`config.mk`:
```
export PLATFORM = sky130hd
export DESIGN_NAME = cnfg_slave
export DESIGN_NICKNAME = d
export VERILOG_FILES = /design/src/cnfg_pkg.sv /design/src/cnfg_axil_slave.sv /design/src/cnfg_reg_file.sv /design/src/cnfg_slave.sv /design/src/dma_req_queue.sv /design/src/net_cnfg.sv
export SDC_FILE = /design/constraint.sdc
export NUM_CORES = 1
export LEC_CHECK = 0
export ABC_AREA = 1
export BUFFER_PORTS_ARGS = -buffer_cell sky130_fd_sc_hd__buf_2
export CAP_MARGIN = 20
export CELL_PAD_IN_SITES_DETAIL_PLACEMENT = 1
export CELL_PAD_IN_SITES_GLOBAL_PLACEMENT = 1
export CORE_MARGIN = 3
export CORE_UTILIZATION = 30
export CTS_CLUSTER_SIZE = 10
export DETAILED_ROUTE_END_ITERATION = 10
export PLACE_DENSITY_LB_ADDON = 0.1
export SYNTH_ARGS = -nofsm -noshare
export SYNTH_HDL_FRONTEND = slang
export SYNTH_SLANG_ARGS = --single-unit
```
`constraint.sdc`:
```
create_clock -name aclk -period 6.2 [get_ports aclk]
set_input_delay 0.62 -clock aclk [delete_from_list [all_inputs] [get_ports aclk]]
set_output_delay 0.62 -clock aclk [all_outputs]
set_load 0.02 [all_outputs]
```
`src/cnfg_pkg.sv`:
```
/*
 * Shell configuration package
 * Widths, register map indices, control and status bit positions and
 * identification words shared by the host configuration slave
 */
package cnfg_pkg;

  // ----------------------------------------
  // Host bus and register map geometry
  // ----------------------------------------
  localparam int axil_data_bits = 64;
  localparam int axil_strb_bits = axil_data_bits / 8;
  localparam int n_regs         = 64;
  localparam int addr_lsb       = $clog2(axil_strb_bits); // Byte offset within a word
  localparam int reg_idx_bits   = $clog2(n_regs);
  localparam int axil_addr_bits = addr_lsb + reg_idx_bits;

  // PR DMA request fields
  localparam int paddr_bits     = 48;
  localparam int len_bits       = 28;
  localparam int dma_req_bits   = 1 + paddr_bits + len_bits; // {ctl, paddr, len}
  localparam int pr_queue_depth = 16;

  // Network and board control widths
  localparam int ip_addr_bits      = 32;
  localparam int board_num_bits    = 4;
  localparam int lowspeed_bits     = 6;
  localparam int lowspeed_out_bits = 3;

  // ----------------------------------------
  // Register indices
  // ----------------------------------------
  localparam int probe_reg        = 0;
  localparam int n_chan_reg       = 1;
  localparam int n_regions_reg    = 2;
  localparam int pr_cnfg_reg      = 5;
  localparam int lowspeed_reg     = 8;
  localparam int pr_ctrl_reg      = 10; // Write 1 to start
  localparam int pr_stat_reg      = 11;
  localparam int pr_addr_reg      = 12;
  localparam int pr_len_reg       = 13;
  localparam int net_ipaddr_reg   = 20;
  localparam int net_boardnum_reg = 21;
  localparam int net_arp_reg      = 22;

  // PR control word bits
  localparam int pr_start = 0;
  localparam int pr_ctl   = 1;
  localparam int pr_clr   = 2;

  // PR status word bits
  localparam int pr_done  = 0;
  localparam int pr_ready = 1;

  // Identification words
  localparam logic [31:0] probe_id  = 32'h06f0_cafe;
  localparam logic [31:0] n_chan    = 32'd4;
  localparam logic [31:0] n_regions = 32'd1;
  localparam logic [31:0] pr_flow   = 32'd1;

endpackage

```
`src/cnfg_axil_slave.sv`:
```
/*
 * AXI4-Lite slave engine
 * Accepts host writes and reads one at a time and turns them into
 * single-cycle register write and read strobes with word indices
 */
`timescale 1ns/1ps

module cnfg_axil_slave (
  input  logic                                aclk,
  input  logic                                aresetn,
  // Host port
  input  logic [cnfg_pkg::axil_addr_bits-1:0] awaddr,
  input  logic                                awvalid,
  output logic                                awready,
  input  logic [cnfg_pkg::axil_data_bits-1:0] wdata,
  input  logic [cnfg_pkg::axil_strb_bits-1:0] wstrb,
  input  logic                                wvalid,
  output logic                                wready,
  output logic [1:0]                          bresp,
  output logic                                bvalid,
  input  logic                                bready,
  input  logic [cnfg_pkg::axil_addr_bits-1:0] araddr,
  input  logic                                arvalid,
  output logic                                arready,
  output logic [cnfg_pkg::axil_data_bits-1:0] rdata,
  output logic [1:0]                          rresp,
  output logic                                rvalid,
  input  logic                                rready,
  // Register side
  output logic                                wr_en,
  output logic [cnfg_pkg::reg_idx_bits-1:0]   wr_idx,
  output logic [cnfg_pkg::axil_data_bits-1:0] wr_data,
  output logic [cnfg_pkg::axil_strb_bits-1:0] wr_strb,
  output logic                                rd_en,
  output logic [cnfg_pkg::reg_idx_bits-1:0]   rd_idx,
  input  logic [cnfg_pkg::axil_data_bits-1:0] rd_data
);

  logic aw_en; // No write response outstanding

  // ----------------------------------------
  // Write channel
  // ----------------------------------------
  assign wr_en   = awready & awvalid & wready & wvalid;
  assign wr_data = wdata;
  assign wr_strb = wstrb;
  assign bresp   = 2'b00; // OKAY

  always_ff @(posedge aclk) begin
    if (!aresetn) begin
      awready <= 1'b0;
      wready  <= 1'b0;
      aw_en   <= 1'b1;
    end else if (!awready && awvalid && wvalid && aw_en) begin
      awready <= 1'b1;
      wready  <= 1'b1;
      aw_en   <= 1'b0;
    end else begin
      awready <= 1'b0;
      wready  <= 1'b0;
      if (bready && bvalid) aw_en <= 1'b1; // Response taken, reopen
    end
  end

  // Word index of the accepted write
  always_ff @(posedge aclk) begin
    if (!awready && awvalid && wvalid && aw_en) begin
      wr_idx <= awaddr[cnfg_pkg::addr_lsb +: cnfg_pkg::reg_idx_bits];
    end
  end

  always_ff @(posedge aclk) begin
    if (!aresetn) begin
      bvalid <= 1'b0;
    end else if (wr_en && !bvalid) begin
      bvalid <= 1'b1;
    end else if (bready) begin
      bvalid <= 1'b0;
    end
  end

  // ----------------------------------------
  // Read channel
  // ----------------------------------------
  assign rd_en = arready & arvalid & ~rvalid;
  assign rdata = rd_data; // Already registered in the register file
  assign rresp = 2'b00;

  always_ff @(posedge aclk) begin
    if (!aresetn) begin
      arready <= 1'b0;
    end else begin
      arready <= !arready && arvalid && !rvalid;
    end
  end

  always_ff @(posedge aclk) begin
    if (!arready && arvalid && !rvalid) begin
      rd_idx <= araddr[cnfg_pkg::addr_lsb +: cnfg_pkg::reg_idx_bits];
    end
  end

  always_ff @(posedge aclk) begin
    if (!aresetn) begin
      rvalid <= 1'b0;
    end else if (rd_en) begin
      rvalid <= 1'b1;
    end else if (rready) begin
      rvalid <= 1'b0;
    end
  end

endmodule

```
`src/cnfg_reg_file.sv`:
```
/*
 * Shell register file
 * Lowspeed control, PR control and status, PR address and length with
 * byte-strobe merge, and the registered read multiplexer
 */
`timescale 1ns/1ps

module cnfg_reg_file (
  input  logic                                   aclk,
  input  logic                                   aresetn,
  input  logic                                   wr_en,
  input  logic [cnfg_pkg::reg_idx_bits-1:0]      wr_idx,
  input  logic [cnfg_pkg::axil_data_bits-1:0]    wr_data,
  input  logic [cnfg_pkg::axil_strb_bits-1:0]    wr_strb,
  input  logic                                   rd_en,
  input  logic [cnfg_pkg::reg_idx_bits-1:0]      rd_idx,
  output logic [cnfg_pkg::axil_data_bits-1:0]    rd_data,
  input  logic                                   pr_ready,    // PR queue not full
  input  logic                                   pr_dma_done,
  output logic [cnfg_pkg::lowspeed_out_bits-1:0] lowspeed_ctrl_0,
  output logic [cnfg_pkg::lowspeed_out_bits-1:0] lowspeed_ctrl_1,
  output logic                                   pr_req_valid,
  output logic                                   pr_req_ctl,
  output logic [cnfg_pkg::paddr_bits-1:0]        pr_req_paddr,
  output logic [cnfg_pkg::len_bits-1:0]          pr_req_len
);

  logic [cnfg_pkg::lowspeed_bits-1:0]  lowspeed;
  logic [15:0]                         pr_ctrl;   // Lanes 0 and 1
  logic [cnfg_pkg::axil_data_bits-1:0] pr_addr;
  logic [31:0]                         pr_len;    // Lanes 0 to 3
  logic                                done;

  // ----------------------------------------
  // Writes
  // ----------------------------------------
  always_ff @(posedge aclk) begin
    if (!aresetn) begin
      lowspeed <= '1;
      pr_ctrl  <= '0;
      pr_addr  <= '0;
      pr_len   <= '0;
      done     <= 1'b0;
    end else begin
      pr_ctrl <= '0; // Start and clear last one cycle
      // Clear beats a done arriving in the same cycle
      if (pr_ctrl[cnfg_pkg::pr_clr]) done <= 1'b0;
      else if (pr_dma_done)          done <= 1'b1;

      if (wr_en) begin
        case (wr_idx)
          cnfg_pkg::lowspeed_reg:
            if (wr_strb[0]) lowspeed <= wr_data[cnfg_pkg::lowspeed_bits-1:0];
          cnfg_pkg::pr_ctrl_reg:
            for (int i = 0; i < 2; i++) begin
              if (wr_strb[i]) pr_ctrl[i*8 +: 8] <= wr_data[i*8 +: 8];
            end
          cnfg_pkg::pr_addr_reg:
            for (int i = 0; i < cnfg_pkg::axil_strb_bits; i++) begin
              if (wr_strb[i]) pr_addr[i*8 +: 8] <= wr_data[i*8 +: 8];
            end
          cnfg_pkg::pr_len_reg:
            for (int i = 0; i < 4; i++) begin
              if (wr_strb[i]) pr_len[i*8 +: 8] <= wr_data[i*8 +: 8];
            end
          default: ;
        endcase
      end
    end
  end

  // ----------------------------------------
  // Read multiplexer
  // ----------------------------------------
  always_ff @(posedge aclk) begin
    if (rd_en) begin
      rd_data <= '0;
      case (rd_idx)
        cnfg_pkg::probe_reg:     rd_data[31:0] <= cnfg_pkg::probe_id;
        cnfg_pkg::n_chan_reg:    rd_data[31:0] <= cnfg_pkg::n_chan;
        cnfg_pkg::n_regions_reg: rd_data[31:0] <= cnfg_pkg::n_regions;
        cnfg_pkg::pr_cnfg_reg:   rd_data[31:0] <= cnfg_pkg::pr_flow;
        cnfg_pkg::lowspeed_reg:
          rd_data[cnfg_pkg::lowspeed_bits-1:0] <= lowspeed;
        cnfg_pkg::pr_stat_reg: begin
          rd_data[cnfg_pkg::pr_ready] <= pr_ready;
          rd_data[cnfg_pkg::pr_done]  <= done;
        end
        cnfg_pkg::pr_addr_reg:   rd_data <= pr_addr;
        cnfg_pkg::pr_len_reg:    rd_data[31:0] <= pr_len;
        default: ;
      endcase
    end
  end

  // Both cages share one setting
  assign lowspeed_ctrl_0 = lowspeed[cnfg_pkg::lowspeed_out_bits-1:0];
  assign lowspeed_ctrl_1 = lowspeed[cnfg_pkg::lowspeed_out_bits-1:0];

  // PR request toward the queue
  assign pr_req_valid = pr_ctrl[cnfg_pkg::pr_start];
  assign pr_req_ctl   = pr_ctrl[cnfg_pkg::pr_ctl];
  assign pr_req_paddr = pr_addr[cnfg_pkg::paddr_bits-1:0];
  assign pr_req_len   = pr_len[cnfg_pkg::len_bits-1:0];

endmodule

```
`src/cnfg_slave.sv`:
```
/*
 * Host configuration slave top level
 * AXI4-Lite engine, shell register file, network port 0 settings
 * and the PR DMA request queue
 */
`timescale 1ns/1ps

module cnfg_slave (
  input  logic                                   aclk,
  input  logic                                   aresetn,
  // AXI4-Lite host port
  input  logic [cnfg_pkg::axil_addr_bits-1:0]    awaddr,
  input  logic                                   awvalid,
  output logic                                   awready,
  input  logic [cnfg_pkg::axil_data_bits-1:0]    wdata,
  input  logic [cnfg_pkg::axil_strb_bits-1:0]    wstrb,
  input  logic                                   wvalid,
  output logic                                   wready,
  output logic [1:0]                             bresp,
  output logic                                   bvalid,
  input  logic                                   bready,
  input  logic [cnfg_pkg::axil_addr_bits-1:0]    araddr,
  input  logic                                   arvalid,
  output logic                                   arready,
  output logic [cnfg_pkg::axil_data_bits-1:0]    rdata,
  output logic [1:0]                             rresp,
  output logic                                   rvalid,
  input  logic                                   rready,
  // PR DMA read requests
  output logic                                   m_pr_dma_valid,
  input  logic                                   m_pr_dma_ready,
  output logic                                   m_pr_dma_ctl,
  output logic [cnfg_pkg::paddr_bits-1:0]        m_pr_dma_paddr,
  output logic [cnfg_pkg::len_bits-1:0]          m_pr_dma_len,
  input  logic                                   pr_dma_done,
  // Network port 0
  output logic                                   set_ip_addr_valid,
  output logic [cnfg_pkg::ip_addr_bits-1:0]      set_ip_addr_data,
  output logic                                   set_board_number_valid,
  output logic [cnfg_pkg::board_num_bits-1:0]    set_board_number_data,
  output logic                                   arp_lookup_valid,
  output logic [cnfg_pkg::ip_addr_bits-1:0]      arp_lookup_data,
  input  logic                                   arp_lookup_ready,
  // Lowspeed control
  output logic [cnfg_pkg::lowspeed_out_bits-1:0] lowspeed_ctrl_0,
  output logic [cnfg_pkg::lowspeed_out_bits-1:0] lowspeed_ctrl_1
);

  logic                                wr_en;
  logic [cnfg_pkg::reg_idx_bits-1:0]   wr_idx;
  logic [cnfg_pkg::axil_data_bits-1:0] wr_data;
  logic [cnfg_pkg::axil_strb_bits-1:0] wr_strb;
  logic                                rd_en;
  logic [cnfg_pkg::reg_idx_bits-1:0]   rd_idx;
  logic [cnfg_pkg::axil_data_bits-1:0] rd_data;
  logic                                pr_req_valid;
  logic                                pr_req_ready;
  logic                                pr_req_ctl;
  logic [cnfg_pkg::paddr_bits-1:0]     pr_req_paddr;
  logic [cnfg_pkg::len_bits-1:0]       pr_req_len;

  cnfg_axil_slave axil_i (
    .aclk, .aresetn,
    .awaddr, .awvalid, .awready, .wdata, .wstrb, .wvalid, .wready,
    .bresp, .bvalid, .bready,
    .araddr, .arvalid, .arready, .rdata, .rresp, .rvalid, .rready,
    .wr_en, .wr_idx, .wr_data, .wr_strb, .rd_en, .rd_idx, .rd_data
  );

  cnfg_reg_file reg_file_i (
    .aclk, .aresetn,
    .wr_en, .wr_idx, .wr_data, .wr_strb, .rd_en, .rd_idx, .rd_data,
    .pr_ready (pr_req_ready),
    .pr_dma_done,
    .lowspeed_ctrl_0, .lowspeed_ctrl_1,
    .pr_req_valid, .pr_req_ctl, .pr_req_paddr, .pr_req_len
  );

  net_cnfg net_i (
    .aclk, .aresetn,
    .wr_en, .wr_idx, .wr_data, .wr_strb,
    .set_ip_addr_valid, .set_ip_addr_data,
    .set_board_number_valid, .set_board_number_data,
    .arp_lookup_valid, .arp_lookup_data, .arp_lookup_ready
  );

  // PR requests queue as {ctl, paddr, len}
  dma_req_queue #(
    .width (cnfg_pkg::dma_req_bits),
    .depth (cnfg_pkg::pr_queue_depth)
  ) pr_queue_i (
    .aclk, .aresetn,
    .in_valid  (pr_req_valid),
    .in_ready  (pr_req_ready),
    .in_data   ({pr_req_ctl, pr_req_paddr, pr_req_len}),
    .out_valid (m_pr_dma_valid),
    .out_ready (m_pr_dma_ready),
    .out_data  ({m_pr_dma_ctl, m_pr_dma_paddr, m_pr_dma_len})
  );

endmodule

```
`src/dma_req_queue.sv`:
```
/*
 * DMA request queue
 * Circular-buffer FIFO with valid/ready on both sides
 */
`timescale 1ns/1ps

module dma_req_queue #(
  parameter int width = 32,
  parameter int depth = 16
) (
  input  logic             aclk,
  input  logic             aresetn,
  input  logic             in_valid,
  output logic             in_ready,
  input  logic [width-1:0] in_data,
  output logic             out_valid,
  input  logic             out_ready,
  output logic [width-1:0] out_data
);

  localparam int ptr_bits = $clog2(depth);
  localparam int cnt_bits = $clog2(depth + 1);

  logic [width-1:0]    mem [depth];
  logic [ptr_bits-1:0] wr_ptr;
  logic [ptr_bits-1:0] rd_ptr;
  logic [cnt_bits-1:0] count;
  logic                push;
  logic                pop;

  assign in_ready  = count != cnt_bits'(depth);
  assign out_valid = count != '0;
  assign out_data  = mem[rd_ptr]; // Head entry, stable until popped
  assign push      = in_valid & in_ready;
  assign pop       = out_valid & out_ready;

  always_ff @(posedge aclk) begin
    if (push) mem[wr_ptr] <= in_data;
  end

  always_ff @(posedge aclk) begin
    if (!aresetn) begin
      wr_ptr <= '0;
      rd_ptr <= '0;
      count  <= '0;
    end else begin
      if (push) wr_ptr <= (wr_ptr == ptr_bits'(depth - 1)) ? '0 : wr_ptr + 1'b1;
      if (pop)  rd_ptr <= (rd_ptr == ptr_bits'(depth - 1)) ? '0 : rd_ptr + 1'b1;
      if (push && !pop)      count <= count + 1'b1;
      else if (pop && !push) count <= count - 1'b1;
    end
  end

endmodule

```
`src/net_cnfg.sv`:
```
/*
 * Network port 0 settings
 * IP address and board number pulses, ARP lookup request held until taken
 */
`timescale 1ns/1ps

module net_cnfg (
  input  logic                                aclk,
  input  logic                                aresetn,
  input  logic                                wr_en,
  input  logic [cnfg_pkg::reg_idx_bits-1:0]   wr_idx,
  input  logic [cnfg_pkg::axil_data_bits-1:0] wr_data,
  input  logic [cnfg_pkg::axil_strb_bits-1:0] wr_strb,
  output logic                                set_ip_addr_valid,
  output logic [cnfg_pkg::ip_addr_bits-1:0]   set_ip_addr_data,
  output logic                                set_board_number_valid,
  output logic [cnfg_pkg::board_num_bits-1:0] set_board_number_data,
  output logic                                arp_lookup_valid,
  output logic [cnfg_pkg::ip_addr_bits-1:0]   arp_lookup_data,
  input  logic                                arp_lookup_ready
);

  always_ff @(posedge aclk) begin
    if (!aresetn) begin
      set_ip_addr_valid      <= 1'b0;
      set_board_number_valid <= 1'b0;
      arp_lookup_valid       <= 1'b0;
    end else begin
      set_ip_addr_valid      <= 1'b0;
      set_board_number_valid <= 1'b0;
      if (arp_lookup_ready) arp_lookup_valid <= 1'b0;

      if (wr_en) begin
        case (wr_idx)
          cnfg_pkg::net_ipaddr_reg:
            for (int i = 0; i < 4; i++) begin
              if (wr_strb[i]) begin
                set_ip_addr_data[i*8 +: 8] <= wr_data[i*8 +: 8];
                set_ip_addr_valid          <= 1'b1;
              end
            end
          cnfg_pkg::net_boardnum_reg:
            if (wr_strb[0]) begin
              set_board_number_data  <= wr_data[cnfg_pkg::board_num_bits-1:0];
              set_board_number_valid <= 1'b1;
            end
          cnfg_pkg::net_arp_reg:
            // Lookup takes the address in network byte order
            for (int i = 0; i < 4; i++) begin
              if (wr_strb[i]) begin
                arp_lookup_data[(3-i)*8 +: 8] <= wr_data[i*8 +: 8];
                arp_lookup_valid              <= 1'b1;
              end
            end
          default: ;
        endcase
      end
    end
  end

endmodule

```
==> out/metrics.csv <==
metric,value,unit
largest net degree at the start of global routing,160,
Synth-to-Final Area Change,17.2,%
status,"complete, no violations",
vias in the first global route,40500,
via count,39000,
crit path kind,flop to output pin,
CTS buffer count,181,
Remaining DRCs,0,
library cells used by synthesis,39,
standard-cell row count,163,
"most common cell after layout, fill and taps aside",edfxtp_1,
setup_tns,0,ps
Crit path required time,5580,ps
MaxCap Viol Count,0,
Worst setup EP type,output pin,
cts repair resizes,0,
measured slew at the worst slew-check pin,1080,ps
die width,452,um
Post-Synthesis Cells,5056,
final total power,25.8,mW
Yosys top cell area share,0.692,
initial antenna violation count,15,
Die H,452,um
Pre-antenna DRT Iters,5,
PD cells,369,nW/um^2
post-synthesis sequential area ratio,0.736,
Max Freq,216,MHz
Port Buf Inserts,317,
minimum clock period after layout,4630,ps
# Post-CTS Setup Buffers,0,
first-pass GRT wire length,291000,um
DIE AREA,204000,um^2
worst skew pair latency,810,ps
CTS max path bufs,3,
number of synthesized register bits,1507,
yosys warns,0,
syn avg cell area,11.8,um^2
core area,198000,um^2
DRT antenna net count,0,
"area leader, netlist",edfxtp_1,
unrepaired setup endpoints after global routing,no,
# IOs,328,
clock slew at reported path FFs,50,ps
Largest register FFs,1232,
number of setup violations in the final report,0,
peak supply drop,0.289,mV
number of vias per cell,4.80,
clock sink count,1507,
initial core utilization,0.302,
mean routed wirelength per cell,25.1,um
DR iter-0 viols,2544,
Worst Path Arrival,4010,ps
HPWL Detailed,104000,um
leading cell types by total area after synthesis,"edfxtp_1 (69%), nand2_1 (6.3%), nor2_1 (5.2%)",
worst-path maximum fanout,46,
Final Skew,31.6,ps
routability cong.,0.733,
fillers,21100,
CTS tree,built,
total grt overflow,0,
layout cell share with drive strength beyond 1,0.119,
critical-path cell list,buf_4 -> buf_4 -> nand3_1 -> nand3_1 -> nand2_1 -> buf_2,
Final nets,5463,
CTS H-tree depth,4,
Fin. Hold Viols,0,
Startpoint Class,flop,
CP peak stage delay,790,ps
Tcrit/Tclk final,0.747,
most frequent cells in the layout,"edfxtp_1 (1376), nand2_1 (995), nor2_1 (804), nand3_1 (495), o21ai_0 (367)",
GRT Util Overall,0.197,
Leakage Power,25.5,nW
CP max-delay cell,buf_4,
final slew viol count,0,
Syn Std Cell Area,59700,um^2
final WL,204000,um
clk root buf,clkbuf_16,
CTS Hold Bufs,25,
Slew Limit Headroom,0.280,
Hold Crit Class,primary input to flop,
## cells in the mapped netlist (all sizes together)
| master | instances |
|---|---|
| a21boi | 1 |
| a21oi | 15 |
| a22o | 14 |
| buf | 175 |
| clkbuf | 116 |
| clkinv | 2 |
| conb | 1 |
| dfxtp | 131 |
| edfxtp | 1376 |
| fa | 1 |
| ha | 9 |
| inv | 283 |
| nand2 | 1005 |
| nand3 | 499 |
| nand3b | 1 |
| nand4 | 19 |
| nor2 | 828 |
| nor3 | 14 |
| nor3b | 1 |
| nor4 | 1 |
| o211ai | 192 |
| o21ai | 367 |
| o22ai | 1 |
| or2 | 1 |
| xnor2 | 1 |
| xor2 | 2 |
## report_power, final
group | total, mW | internal, mW | switching (mW) | leakage, nW
sequential | 11.1 | 11.0 | 0.112 | 15.1
clock | 9.86 | 5.63 | 4.23 | 2.60
combinational | 4.88 | 1.42 | 3.46 | 7.76
## critical path: cells and delay by family, from the launching register on
family / cells / cell delay [ps]
buf+inv: 3 / 1840
flops: 1 / 770
simple gates: 3 / 550
## final cells by class
class / count / area (um^2) / area share
Antenna cell: 4 / 10.0 / 0.000143
Clock buffer: 279 / 5060 / 0.0723
Clock inverter: 36 / 353 / 0.00504
Inverter: 285 / 1090 / 0.0156
Multi-Input combinational cell: 2976 / 13500 / 0.194
Sequential cell: 1507 / 44000 / 0.628
Tap cell: 2640 / 3300 / 0.0472
Timing Repair Buffer: 402 / 2640 / 0.0377
## final timing paths
| kind | cells after the start | slack, ps | from | end |
|---|---|---|---|---|
| worst max-delay path | 6 | 1570 | flop | m_pr_dma_len[25] |
| worst min-delay path | 1 | 70 | wdata[13] | net_i.arp_lookup_data[21] |
| worst min register to register | 1 | 400 | reg_file_i.pr_ctrl[2] | reg_file_i.done |
| worst max register to register | 7 | 2820 | pr_queue_i.count[1] | pr_queue_i.mem[2][55] |
## routing by layer
metal,up-vias,part of all wire,track usage
met4,4,0.025,0.0551
met2,716,0.49,0.335
met1,19800,0.44,0.257
li1,18200,-,-
met5,-,0.00013,0
met3,266,0.044,0.0354
## kinds of logic after synthesis
logic type | synth area share
and+or+nand+nor | 0.163
other | 0.0000628
xor gates and xnor gates | 0.000440
DFF | 0.736
buffers and inverters | 0.0399
adders and majority gates | 0.00222
AOI/OAI and AO/OA | 0.0584
## metrics by stage
step	hold WS, ps	instance area (um^2)	cells	util	worst slack, ps
after floorplan	373	59700	5059	-	-384
after detailed placement	383	64300	7785	0.325	2300
after global routing	21.5	70000	8128	0.354	1390
after CTS	3.17	69900	8125	0.354	1410
final	71.2	70000	8129	0.354	1570
after global placement	386	64300	7784	0.325	2290
Note: power is estimated with default switching activity, not from simulation.
